File: src/fc_pkg.sv
package fc_pkg;

    // partial sums and results, signed
    localparam int PSUM_W = 8;

    // scratch word
    localparam int ACC_W = 32;

    // job size limits
    localparam int NODE_W = 7;   // up to 127 nodes
    localparam int TILE_W = 4;   // up to 15 tiles

    // one scratch word per possible node
    localparam int ACC_DEPTH  = 128;
    localparam int ACC_ADDR_W = $clog2(ACC_DEPTH);

    // result clamp range
    localparam logic signed [ACC_W-1:0] SAT_MAX = 127;
    localparam logic signed [ACC_W-1:0] SAT_MIN = -128;

endpackage

File: src/fc_activation.sv
`timescale 1ns/1ps

module fc_activation (
    input  logic                      clk,
    input  logic                      rst_n,
    input  logic                      fc_valid_i,
    input  logic                      last_i,
    input  logic [fc_pkg::PSUM_W-1:0] fc_result_i,
    input  logic                      relu_en_i,
    output logic                      act_valid_o,
    output logic                      act_last_o,
    output logic [fc_pkg::PSUM_W-1:0] act_data_o,
    output logic [fc_pkg::NODE_W-1:0] act_node_o
);

    import fc_pkg::*;

    logic [NODE_W-1:0] node_cnt;
    logic [PSUM_W-1:0] act_data;

    // relu or bypass
    always_comb begin
        if (relu_en_i && fc_result_i[PSUM_W-1]) begin
            act_data = '0;
        end else begin
            act_data = fc_result_i;
        end
    end

    always_ff @(posedge clk) begin
        if (!rst_n) begin
            act_valid_o <= 1'b0;
            act_last_o  <= 1'b0;
            node_cnt    <= '0;
        end else begin
            act_valid_o <= fc_valid_i;
            act_last_o  <= fc_valid_i && last_i;
            if (fc_valid_i) begin
                node_cnt <= last_i ? '0 : node_cnt + 1'b1;   // restart per job
            end
        end
    end

    always_ff @(posedge clk) begin
        if (fc_valid_i) begin
            act_data_o <= act_data;
            act_node_o <= node_cnt;
        end
    end

endmodule

File: config.mk
export PLATFORM = sky130hd
export DESIGN_NAME = fc_activation
export DESIGN_NICKNAME = d
export VERILOG_FILES = /design/src/fc_pkg.sv /design/src/fc_activation.sv
export SDC_FILE = /design/constraint.sdc
export NUM_CORES = 1
export LEC_CHECK = 0
export ABC_CLOCK_PERIOD_IN_PS = 1860
export BUFFER_PORTS_ARGS = -buffer_cell sky130_fd_sc_hd__buf_2
export CAP_MARGIN = 20
export CORE_MARGIN = 2
export CORE_UTILIZATION = 50
export CTS_CLUSTER_SIZE = 24
export DETAILED_ROUTE_END_ITERATION = 8
export GPL_TIMING_DRIVEN = 1
export MAX_ROUTING_LAYER = met4
export PLACE_DENSITY = 0.79
export SLEW_MARGIN = 20
export SYNTH_ARGS = -nofsm -noshare
export SYNTH_HDL_FRONTEND = slang
export SYNTH_SLANG_ARGS = --single-unit
File: constraint.sdc
create_clock -name clk -period 1.86 [get_ports clk]
set_input_delay 0.186 -clock clk [delete_from_list [all_inputs] [get_ports clk]]
set_output_delay 0.186 -clock clk [all_outputs]
set_load 0.02 [all_outputs]
==> metrics.cfg, run 1 <==
[run_status]
status = finished clean

[setup_path]
worstPathCellList = ha_1, nand4_2, or3_1, a21oi_1
reg2reg_slack_ps = 560
required_ps = 2100
slowest_delay_ps = 420
critPathCaptureType = flip-flop
r2r-end = node_cnt[6]$_SDFFE_PN0P_
crit_path_top_delay_cell = dfxtp_1
cp-startpoint = node_cnt[0]$_SDFFE_PN0P_
critical_path_class = reg -> reg
arrival_ps = 1540
start_kind = flip-flop
path_max_fanout = 4
r2r-start = node_cnt[0]$_SDFFE_PN0P_
rr_worst_depth = 4

[hold_path]
worstHoldPathType = in -> reg
holdPathStages = 2
hold-path-endpoint = act_valid_o$_SDFF_PN0_
min-delay-start = rst_n

[power]
intPower_mw = 0.848
ir_worst_vdd_mv = 0.489
pwr-share-clk_pct = 33.8
power_switching_mw = 0.204
pwr-share-comb_pct = 9.1
p_leak_nw = 0.483
powerDensity_mw_per_mm2 = 975
switching_share_pct = 19.4
p_seq_share_pct = 57.1

[logic_synthesis]
syn_area_um2 = 863
netlist_top_cells_area = edfxtp_1, dfxtp_1, and2_1
yosysWarnings = 0
seq_area_frac_synth_pct = 73.0
yosysTopAreaCell = edfxtp_1
synthCells = 60
synth_top_area_share_pct = 52.2
ys_seq_elements = 24
ys_types = 17
synth_fp_nets = 74
syn_area_per_cell_um2 = 14.4

[global_route]
grt.total_usage_pct = 13.4
antenna_found_initial = 0
grt_pass1_vias = 453
grt_use_met1_pct = 16.1
grt_pass1_wl_mm = 1.88
busiest_layer = met2
grt_max_degree = 15
met2_usage_pct = 19.4
grt-ovfl-total = 0
gr-usage-met3_pct = 3.97

[placement]
portBuffers = 29
place.gp.congestion = 0.723
dpl.hpwl_um = 878

[timing]
finalSetupViolations = 0
slew_headroom_pct = 84.5
rsz0062_at_grt = false
period_share_pct = 69.9
hold_viol = 0
tightest_slew_ps = 231
fmax_mhz = 769
min_period_ps = 1300
slew_violations = 0
clock_skew_ps = 6.57
setup-tns-final_ps = 0

[floorplan]
fp.coreArea_mm2 = 0.00167
die_y_um = 45.6
rows = 15
fp.dieW_um = 45.6
die_area_mm2 = 0.00208
initial_core_util_pct = 51.7
io_pins = 30

[drt]
routedWlPerCell_um = 10.4
drcViolationCount = 0
drtIter0Drc = 4
vias = 538
wl_mm = 1.14
ant_nets = 0
drt_pass1_iterations = 2
avgViaCountPerCell = 4.89

[clock_tree]
cts_setup_buffers = 0
numCtsBuffers = 3
cts.path.max_buffers = 2
root_buffer = clkbuf_4
clock_sinks = 24
h-tree-depth = 1
cts_resized = 0
cts.hold.buffers_added = 0
clkTransAtPathRegs_ps = 120
clk_latency_ps = 300
cts_tree = built

[final_layout]
nFillCells = 134
design.final.nets = 108
area_growth_pct = 24.9
final_layout_size_suffix_gt1_share_pct = 40.9
antennaDiodeCount = 0
final_core_util_pct = 64.6

[flow_run]
maxCapViolCount = 0

power by group through the flow:
stage          sequential (mW)  combinational, mW  clock [mW]
2_1_floorplan            0.646             0.0233           0
3_3_place_gp             0.613             0.0960           0
3_5_place_dp             0.613             0.0971           0
4_1_cts                  0.601             0.0975       0.366
5_1_grt                  0.604              0.105       0.388
6_report                 0.601             0.0957       0.355
logic make-up (layout without fill, tap and decap cells):
family	count (synthesis)	count (layout)	synth area share, %
adders and majority gates	1	1	1.45
and+or+nand+nor	25	25	16.7
muxes	1	1	1.16
buffers and inverters	1	34	1.30
DFF	24	24	73.0
xor gates and xnor gates	4	4	4.06
AOI/OAI and AO/OA	4	4	2.32
state kept, by name (all words and copies together) (netlist names):
register / cells
act_data_o: 8
act_last_o: 1
act_node_o: 7
act_valid_o: 1
node_cnt: 7
stage by stage:
step                      power (mW)  hold WS, ps  worst slack (ps)  area, um2  std cells
final                           1.05          127               560       1080        110
after global routing            1.10          125               445       1080        110
after CTS                       1.06          120               550       1080        110
after detailed placement       0.710          437               571       1030        106
after global placement         0.709          429               603       1030        106
after floorplan                0.669          298               641        863         60
metal layers:
layer	routed length (um)	vias up	part of all wire (%)
met5	0	-	0
met4	27	0	2.4
met3	115	5	10
met2	525	22	46
met1	473	233	41
li1	-	278	-
critical path, delay by kind of cell (launching register included):
| kind | cells | cell delay [ps] |
|---|---|---|
| simple gates | 2 | 490 |
| fa+ha+maj | 1 | 200 |
| compound gates | 1 | 130 |
| flops | 1 | 420 |
cells in the final DEF, fill, tap and decap left out:
cell type	netlist	final
mux2i_1	1	1
clkbuf_4	0	3
xor2_1	3	3
nor2_1	5	5
nor2b_1	1	1
and2_1	7	7
and3_2	1	1
ha_1	1	1
buf_2	0	29
xnor2_1	1	1
nand4_2	2	2
buf_4	0	1
nand2_1	6	6
a21oi_1	2	2
edfxtp_1	15	15
bufinv_16	0	1
or3_1	2	2
dfxtp_1	9	9
o21ai_0	2	2
and2_2	1	1
cells in the mapped netlist:
master    instances
and3_2            1
and2_1            7
mux2i_1           1
nor2_1            5
buf_6             1
xor2_1            3
o21ai_0           2
dfxtp_1           9
nand2_1           6
and2_2            1
or3_1             2
nand4_2           2
nor2b_1           1
xnor2_1           1
edfxtp_1         15
a21oi_1           2
ha_1              1
how the worst max path moves through the flow:
stage | endpoint | slack [ps] | cells past startpoint
after floorplan | node_cnt[6]$_SDFFE_PN0P_ | 640 | 4
after global placement | node_cnt[6]$_SDFFE_PN0P_ | 600 | 4
after detailed placement | node_cnt[6]$_SDFFE_PN0P_ | 570 | 4
after CTS | node_cnt[6]$_SDFFE_PN0P_ | 550 | 4
after global routing | node_cnt[6]$_SDFFE_PN0P_ | 450 | 4
final | node_cnt[6]$_SDFFE_PN0P_ | 560 | 4
final cells by class:
cell class / instances / area [um2] / share of cell area, %
sequential: 24 / 631 / 58.5
multi-input combinational: 35 / 221 / 20.5
timing repair buffer: 30 / 153 / 14.2
clock inverter: 1 / 30.0 / 2.78
clock buffer: 3 / 22.5 / 2.09
tap: 17 / 21.3 / 1.97
(Power assumes the default switching activity.)
==> run 2, diff against run 1 <==
- ABC_CLOCK_PERIOD_IN_PS: 1860 -> 1300
- CORE_ASPECT_RATIO: unset -> 0.75
- CORE_UTILIZATION: 50 -> 47
- PLACE_DENSITY: 0.79 -> 0.75
- clock period: 1.86 -> 1.3 ns (I/O delays scaled with it)
==> run 2 against run 1 <==
  * Register-to-register slack worse by 500 ps
  * Global-route usage down 0.22 points
  * Design area unchanged
  * Critical path depth unchanged
  * Worst setup slack worse by 500 ps
  * Count of clock-buffer cells in the layout unchanged
  * Combinational power up 55%
  * First-iteration DRC count up 25%
  * Maximum frequency up 5.2%
  * Sequential share of layout area up 0.23 points
  * Cell count up 6.4%
  * Non-clock buffer count up 2
==> metrics.cfg, run 2 (synthesis results as in run 1) <==
[flow_run]
maxCapViolCount = 0  ; unchanged

[placement]
place.gp.congestion = 0.758  ; +4.9%
portBuffers = 29  ; unchanged
dpl.hpwl_mm = 1.03  ; +17%

[global_route]
grt-ovfl-total = 0  ; unchanged
grt_pass1_vias = 428  ; -5.5%
grt_max_degree = 14  ; -1
grt.total_usage_pct = 13.2  ; -0.22 points
grt_pass1_wl_mm = 1.81  ; -3.3%
antenna_found_initial = 0  ; unchanged

[power]
p_leak_nw = 0.479  ; -0.80%
intPower_mw = 1.02  ; +20%
pwr-share-comb_pct = 11.2  ; +2.1 points
powerDensity_mw_per_mm2 = 1220  ; +25%
power_switching_mw = 0.294  ; +44%
switching_share_pct = 22.4  ; +3.0 points
ir_worst_vdd_mv = 0.925  ; +89%
pwr-share-clk_pct = 23.4  ; -10 points
p_seq_share_pct = 65.4  ; +8.3 points

[clock_tree]
clock_sinks = 24  ; unchanged
cts.path.max_buffers = 2  ; unchanged
root_buffer = clkbuf_4
numCtsBuffers = 3  ; unchanged
cts.hold.buffers_added = 0  ; unchanged
h-tree-depth = 1  ; unchanged
cts_setup_buffers = 0  ; unchanged
clk_latency_ps = 300  ; about the same
clkTransAtPathRegs_ps = 110  ; about the same
cts_tree = built

[setup_path]
r2r-start = node_cnt[0]$_SDFFE_PN0P_
arrival_ps = 1480  ; -60 ps
cp-startpoint = node_cnt[0]$_SDFFE_PN0P_
required_ps = 1540  ; -560 ps
reg2reg_slack_ps = 60  ; -500 ps
rr_worst_depth = 4  ; unchanged
path_max_fanout = 3  ; -1
start_kind = flip-flop
critical_path_class = reg -> reg
critPathCapture = node_cnt[6]$_SDFFE_PN0P_
critPathCaptureType = flip-flop
slowest_delay_ps = 370  ; -50 ps
crit_cells = 4  ; unchanged
worstPathCellList = ha_2, nand4_2, or3_1, a21oi_1
r2r-end = node_cnt[6]$_SDFFE_PN0P_
cp.buffers_inverters = 0  ; unchanged
crit_path_top_delay_cell = or3_1
crit_family = simple AND/OR/NAND/NOR gates

[final_layout]
final_layout_size_suffix_gt1_share_pct = 44.2  ; +3.4 points
top_regs = act_data_o x8, act_node_o x7, node_cnt x7
final_core_util_pct = 62.6  ; -2.0 points
mostFrequentLayoutCells = buf_2, edfxtp_1, and2_1, dfxtp_1, nand2_1
largest_register_ffs = 8  ; unchanged
final_common_cell = buf_2
antennaDiodeCount = 0  ; unchanged
regMostFlops = act_data_o
design.final.nets = 110  ; +1.9%
area_growth_pct = 24.9  ; unchanged

[drt]
drcViolationCount = 0  ; unchanged
avgViaCountPerCell = 4.69  ; -4.1%
drtIter0Drc = 5  ; +1
ant_nets = 0  ; unchanged
vias = 549  ; +2.0%
wl_mm = 1.32  ; +16%
drt_pass1_iterations = 2  ; unchanged
routedWlPerCell_um = 11.3  ; +8.9%

[timing]
slew_headroom_pct = 83.9  ; -0.68 points
min_period_ps = 1240  ; -64.2 ps
clock_skew_ps = 0.777  ; -5.80 ps
setup-tns-final_ps = 0  ; unchanged
fmax_mhz = 809  ; +5.2%
period_share_pct = 95.1  ; +25 points
rsz0062_at_grt = false
tightest_slew_ps = 241  ; +10.2 ps
hold_viol = 0  ; unchanged
slew_violations = 0  ; unchanged
finalSetupViolations = 0  ; unchanged

[floorplan]
fp.dieW_um = 53.5  ; +17%
fp.coreArea_mm2 = 0.00172  ; +3.2%
rows = 13  ; -2
io_pins = 30  ; unchanged
initial_core_util_pct = 50.1  ; -1.6 points
die_y_um = 41.1  ; -9.7%
die_area_mm2 = 0.00220  ; +6.0%

[hold_path]
worstHoldPathType = in -> reg

[run_status]
status = finished clean

run 2: area by class of cell:
| cell class | count | area, um2 |
|---|---|---|
| Clock buffer | 3 | 22.5 |
| Clock inverter | 1 | 3.75 |
| Fill cell | 144 | 646 |
| Multi-Input combinational cell | 35 | 224 |
| Sequential cell | 24 | 633 |
| Tap cell | 22 | 27.5 |
| Timing Repair Buffer | 32 | 168 |
run 2: per-stage QoR:
stage | cell area (um2) | total power, mW | instances | hold WS [ps] | worst slack, ps
global route | 1080 | 1.37 | 117 | 57.4 | 12.0
global placement | 1050 | 1.02 | 113 | 376 | 130
detailed placement | 1050 | 1.02 | 113 | 383 | 52.3
finish | 1080 | 1.31 | 117 | 70.4 | 64.3
floorplan | 863 | 0.958 | 60 | 242 | 80.5
CTS | 1070 | 1.33 | 117 | 57.9 | 28.2
run 2: power by group through the flow:
stage	registers, mW	logic [mW]	clock network [mW]
finish	0.858	0.148	0.307
global placement	0.874	0.148	0
detailed placement	0.875	0.149	0
CTS	0.858	0.150	0.320
floorplan	0.924	0.0333	0
global route	0.862	0.163	0.346
run 2: how the worst min path moves through the flow:
stage | depth (start not counted) | to | start | slack, ps
CTS | 2 | act_valid_o$_SDFF_PN0_ | rst_n | 60
finish | 2 | act_valid_o$_SDFF_PN0_ | rst_n | 70
global route | 2 | act_valid_o$_SDFF_PN0_ | rst_n | 60
global placement | 2 | act_valid_o$_SDFF_PN0_ | rst_n | 380
floorplan | 0 | act_data_o[0]$_SDFFCE_PP0P_ | fc_valid_i | 240
detailed placement | 2 | act_valid_o$_SDFF_PN0_ | rst_n | 380
run 2: routing by layer:
layer  global-route usage (%)  wire, um  part of all wire (%)  up-vias
met3                     6.57       120                   9.1        2
met4                     5.77         8                  0.61        0
met2                     21.3       601                    45       21
met5                        -         0                     0        -
met1                     14.1       592                    45      246
li1                         -         -                     -      280
run 2: what timing repair did:
item,in CTS,in global routing
gates resized for setup,0,3
hold endpoints to repair,0,0
setup endpoints to repair,0,1
==> run 3, diff against run 2 <==
- ABC_AREA: unset -> 1
- CORE_UTILIZATION: 47 -> 48
==> run 3 against run 2 <==
  * Clock skew is 3.6 ps higher
  * Cell count is 21% higher
  * Combinational power is 3% higher
  * Flip-flop and latch count stayed put
  * Count of clock-buffer cells in the layout stayed put
  * Global-route usage is 0.83 points higher
  * Critical path depth is 2 higher
  * Design area is 7.4% higher
  * Routed wire length is 13% higher
  * Register-to-register slack better by 150 ps
  * Worst setup slack better by 150 ps
  * Synthesized cell count is 43% higher
  * Critical path type unchanged
==> metrics.cfg, run 3 <==
[logic_synthesis]
ys_seq_elements = 24  ; unchanged
yosysWarnings = 0  ; unchanged
netlist_top_cells_area = edfxtp_1, dfxtp_1, nor2_1
synth_top_area_share_pct = 48.1  ; -4.1 points
seq_area_frac_synth_pct = 67.3  ; -5.8 points
yosysTopAreaCell = edfxtp_1
yosysMostFrequentCell = nor2_1
ys_types = 16  ; -1
syn_area_per_cell_um2 = 10.9  ; -24%
synth_edf_count = 15  ; unchanged
ys_top_cells_by_count = nor2_1, edfxtp_1, inv_1, nand2_1, dfxtp_1
ys_async_sr_fraction_pct = 0  ; unchanged
syn_area_um2 = 937  ; +8.6%
synthCells = 86  ; +43%
synth_top_flop_cell = edfxtp_1
synth_fp_nets = 100  ; +35%

[setup_path]
arrival_ps = 1310  ; -170 ps
worstPathCellList = ha_1, nand2_4, nor2_4, nand3_1, nand2_1, nor2_1
critPathCaptureType = flip-flop
cp.buffers_inverters = 0  ; unchanged
crit_family = flip-flops
start_kind = flip-flop
required_ps = 1530  ; about the same
crit_path_top_delay_cell = dfxtp_1
slowest_delay_ps = 400  ; +30 ps
path_max_fanout = 4  ; +1
critical_path_class = reg -> reg

[global_route]
grt-ovfl-total = 0  ; unchanged
grt_max_degree = 17  ; +3
grt.total_usage_pct = 14.0  ; +0.83 points
grt_pass1_wl_mm = 2.22  ; +22%
antenna_found_initial = 0  ; unchanged
grt_pass1_vias = 549  ; +28%

[timing]
period_share_pct = 83.4  ; -12 points
hold_viol = 0  ; unchanged
clock_skew_ps = 4.43  ; +3.65 ps
tightest_slew_ps = 371  ; +129 ps
finalSetupViolations = 0  ; unchanged
setup-tns-final_ps = 0  ; unchanged
min_period_ps = 1080  ; -152 ps
slew_headroom_pct = 75.3  ; -8.6 points
fin_hold_ws_ps = 46.2  ; -24.2 ps
slew_violations = 0  ; unchanged
rsz0062_at_grt = false
fmax_mhz = 923  ; +14%

[power]
p_leak_nw = 0.539  ; +12%
powerDensity_mw_per_mm2 = 1330  ; +9.1%
switching_share_pct = 21.3  ; -1.0 points
power_switching_mw = 0.328  ; +12%
pwr-share-comb_pct = 9.9  ; -1.3 points
intPower_mw = 1.21  ; +19%
power.total_mw = 1.54  ; +17%
pwr-share-clk_pct = 34.5  ; +11 points
p_seq_share_pct = 55.6  ; -9.8 points
ir_worst_vdd_mv = 1.07  ; +16%

[drt]
drtIter0Drc = 10  ; +5
wl_mm = 1.50  ; +13%
routedWlPerCell_um = 10.6  ; -5.9%
ant_nets = 0  ; unchanged
vias = 651  ; +19%
avgViaCountPerCell = 4.62  ; -1.6%
drcViolationCount = 0  ; unchanged
drt_pass1_iterations = 4  ; +2

[clock_tree]
root_buffer = clkbuf_4
cts_resized = 0  ; unchanged
h-tree-depth = 1  ; unchanged
cts.hold.buffers_added = 0  ; unchanged
cts_setup_buffers = 0  ; unchanged
clock_sinks = 24  ; unchanged
clk_latency_ps = 320  ; +20 ps
clkTransAtPathRegs_ps = 130  ; +20 ps
cts_tree = built
cts.path.max_buffers = 2  ; unchanged
numCtsBuffers = 3  ; unchanged

[floorplan]
die_y_um = 42.3  ; +2.8%
fp.coreArea_mm2 = 0.00179  ; +3.8%
io_pins = 30  ; unchanged
rows = 13  ; unchanged
fp.dieW_um = 55.0  ; +2.9%
initial_core_util_pct = 52.4  ; +2.3 points
die_area_mm2 = 0.00233  ; +5.7%

[final_layout]
final_core_util_pct = 64.8  ; +2.2 points
antennaDiodeCount = 0  ; unchanged
mostFrequentLayoutCells = buf_2, nor2_1, inv_1, edfxtp_1, nand2_1
largest_register_ffs = 8  ; unchanged
regMostFlops = act_data_o
area_growth_pct = 23.6
multi_input_area_um2 = 235  ; +5.0%
final_common_cell = buf_2
nFillCells = 145  ; +0.69%
stdcell_count = 141  ; +21%
regArea_um2 = 631  ; -0.40%
design.final.nets = 134  ; +22%
final_layout_size_suffix_gt1_share_pct = 34.5  ; -9.8 points
top_regs = act_data_o x8, act_node_o x7, node_cnt x7

[placement]
dp.cells = 137  ; +21%
place.gp.congestion = 0.766  ; +1.1%
portBuffers = 29  ; unchanged
dpl.hpwl_mm = 1.15  ; +11%

[flow_run]
maxCapViolCount = 0  ; unchanged

[hold_path]
worstHoldPathType = in -> reg

[run_status]
status = finished clean

run 3: cell count changes after synthesis, moves of 2 or more:
cell	delta
nand3_1	+4
nor2_1	+11
nand4_2	-2
and2_1	-7
inv_1	+15
nand2_1	+6
nor2_4	+2
a21oi_1	+3
xor2_1	-3
or3_1	-2
run 3: cell type report:
class                   count  share of cell area (%)
well taps                  22                    2.38
clock inverters             1                    2.59
multi-input cells          45                    20.3
clock buffers               3                    1.94
inverters                  16                    5.18
flip-flops and latches     24                    54.4
repair buffers             30                    13.2
run 3: path summary, 6_finish.rpt:
path,startpoint,endpoint,slack (ps),cells past startpoint
setup / recovery,node_cnt[1]$_SDFFE_PN0P_,node_cnt[6]$_SDFFE_PN0P_,220,6
setup reg to reg,node_cnt[1]$_SDFFE_PN0P_,node_cnt[6]$_SDFFE_PN0P_,220,6
hold reg to reg,node_cnt[1]$_SDFFE_PN0P_,node_cnt[1]$_SDFFE_PN0P_,520,2
hold / removal,rst_n,act_valid_o$_SDFF_PN0_,50,3
run 3: cells by family (layout without fill, tap and decap cells):
group / count (synthesis) / count (layout) / share of synthesized area, %
buffers and inverters: 17 / 50 / 7.61
adder cells (fa/ha/maj): 1 / 1 / 1.33
AO/OA/AOI/OAI: 9 / 9 / 6.81
AND/OR/NAND/NOR: 35 / 35 / 17.0
flip-flops: 24 / 24 / 67.3
run 3: worst register-to-register path: stages (launching register included):
cell,delay (ps)
dfxtp_1,400
ha_1,210
nand2_4,80
nor2_4,130
nand3_1,80
nand2_1,60
nor2_1,40
run 3: metal layers:
| metal | vias up | track usage, % | wire (um) |
|---|---|---|---|
| met2 | 29 | 21.0 | 634 |
| met4 | 0 | 2.93 | 26 |
| met3 | 7 | 7.86 | 179 |
| met5 | - | - | 0 |
| met1 | 276 | 16.7 | 658 |
| li1 | 339 | - | - |
run 3: stage by stage:
stage | instance area [um2] | setup slack [ps]
floorplan | 937 | 325
global placement | 1110 | 272
detailed placement | 1110 | 223
CTS | 1160 | 208
global route | 1160 | 148
finish | 1160 | 216
run 3: power by group through the flow:
stage / logic [mW] / registers (mW) / clock network [mW]
finish: 0.152 / 0.856 / 0.531
global route: 0.169 / 0.861 / 0.576
CTS: 0.155 / 0.856 / 0.544
detailed placement: 0.154 / 0.874 / 0
global placement: 0.152 / 0.873 / 0
floorplan: 0.0436 / 0.920 / 0
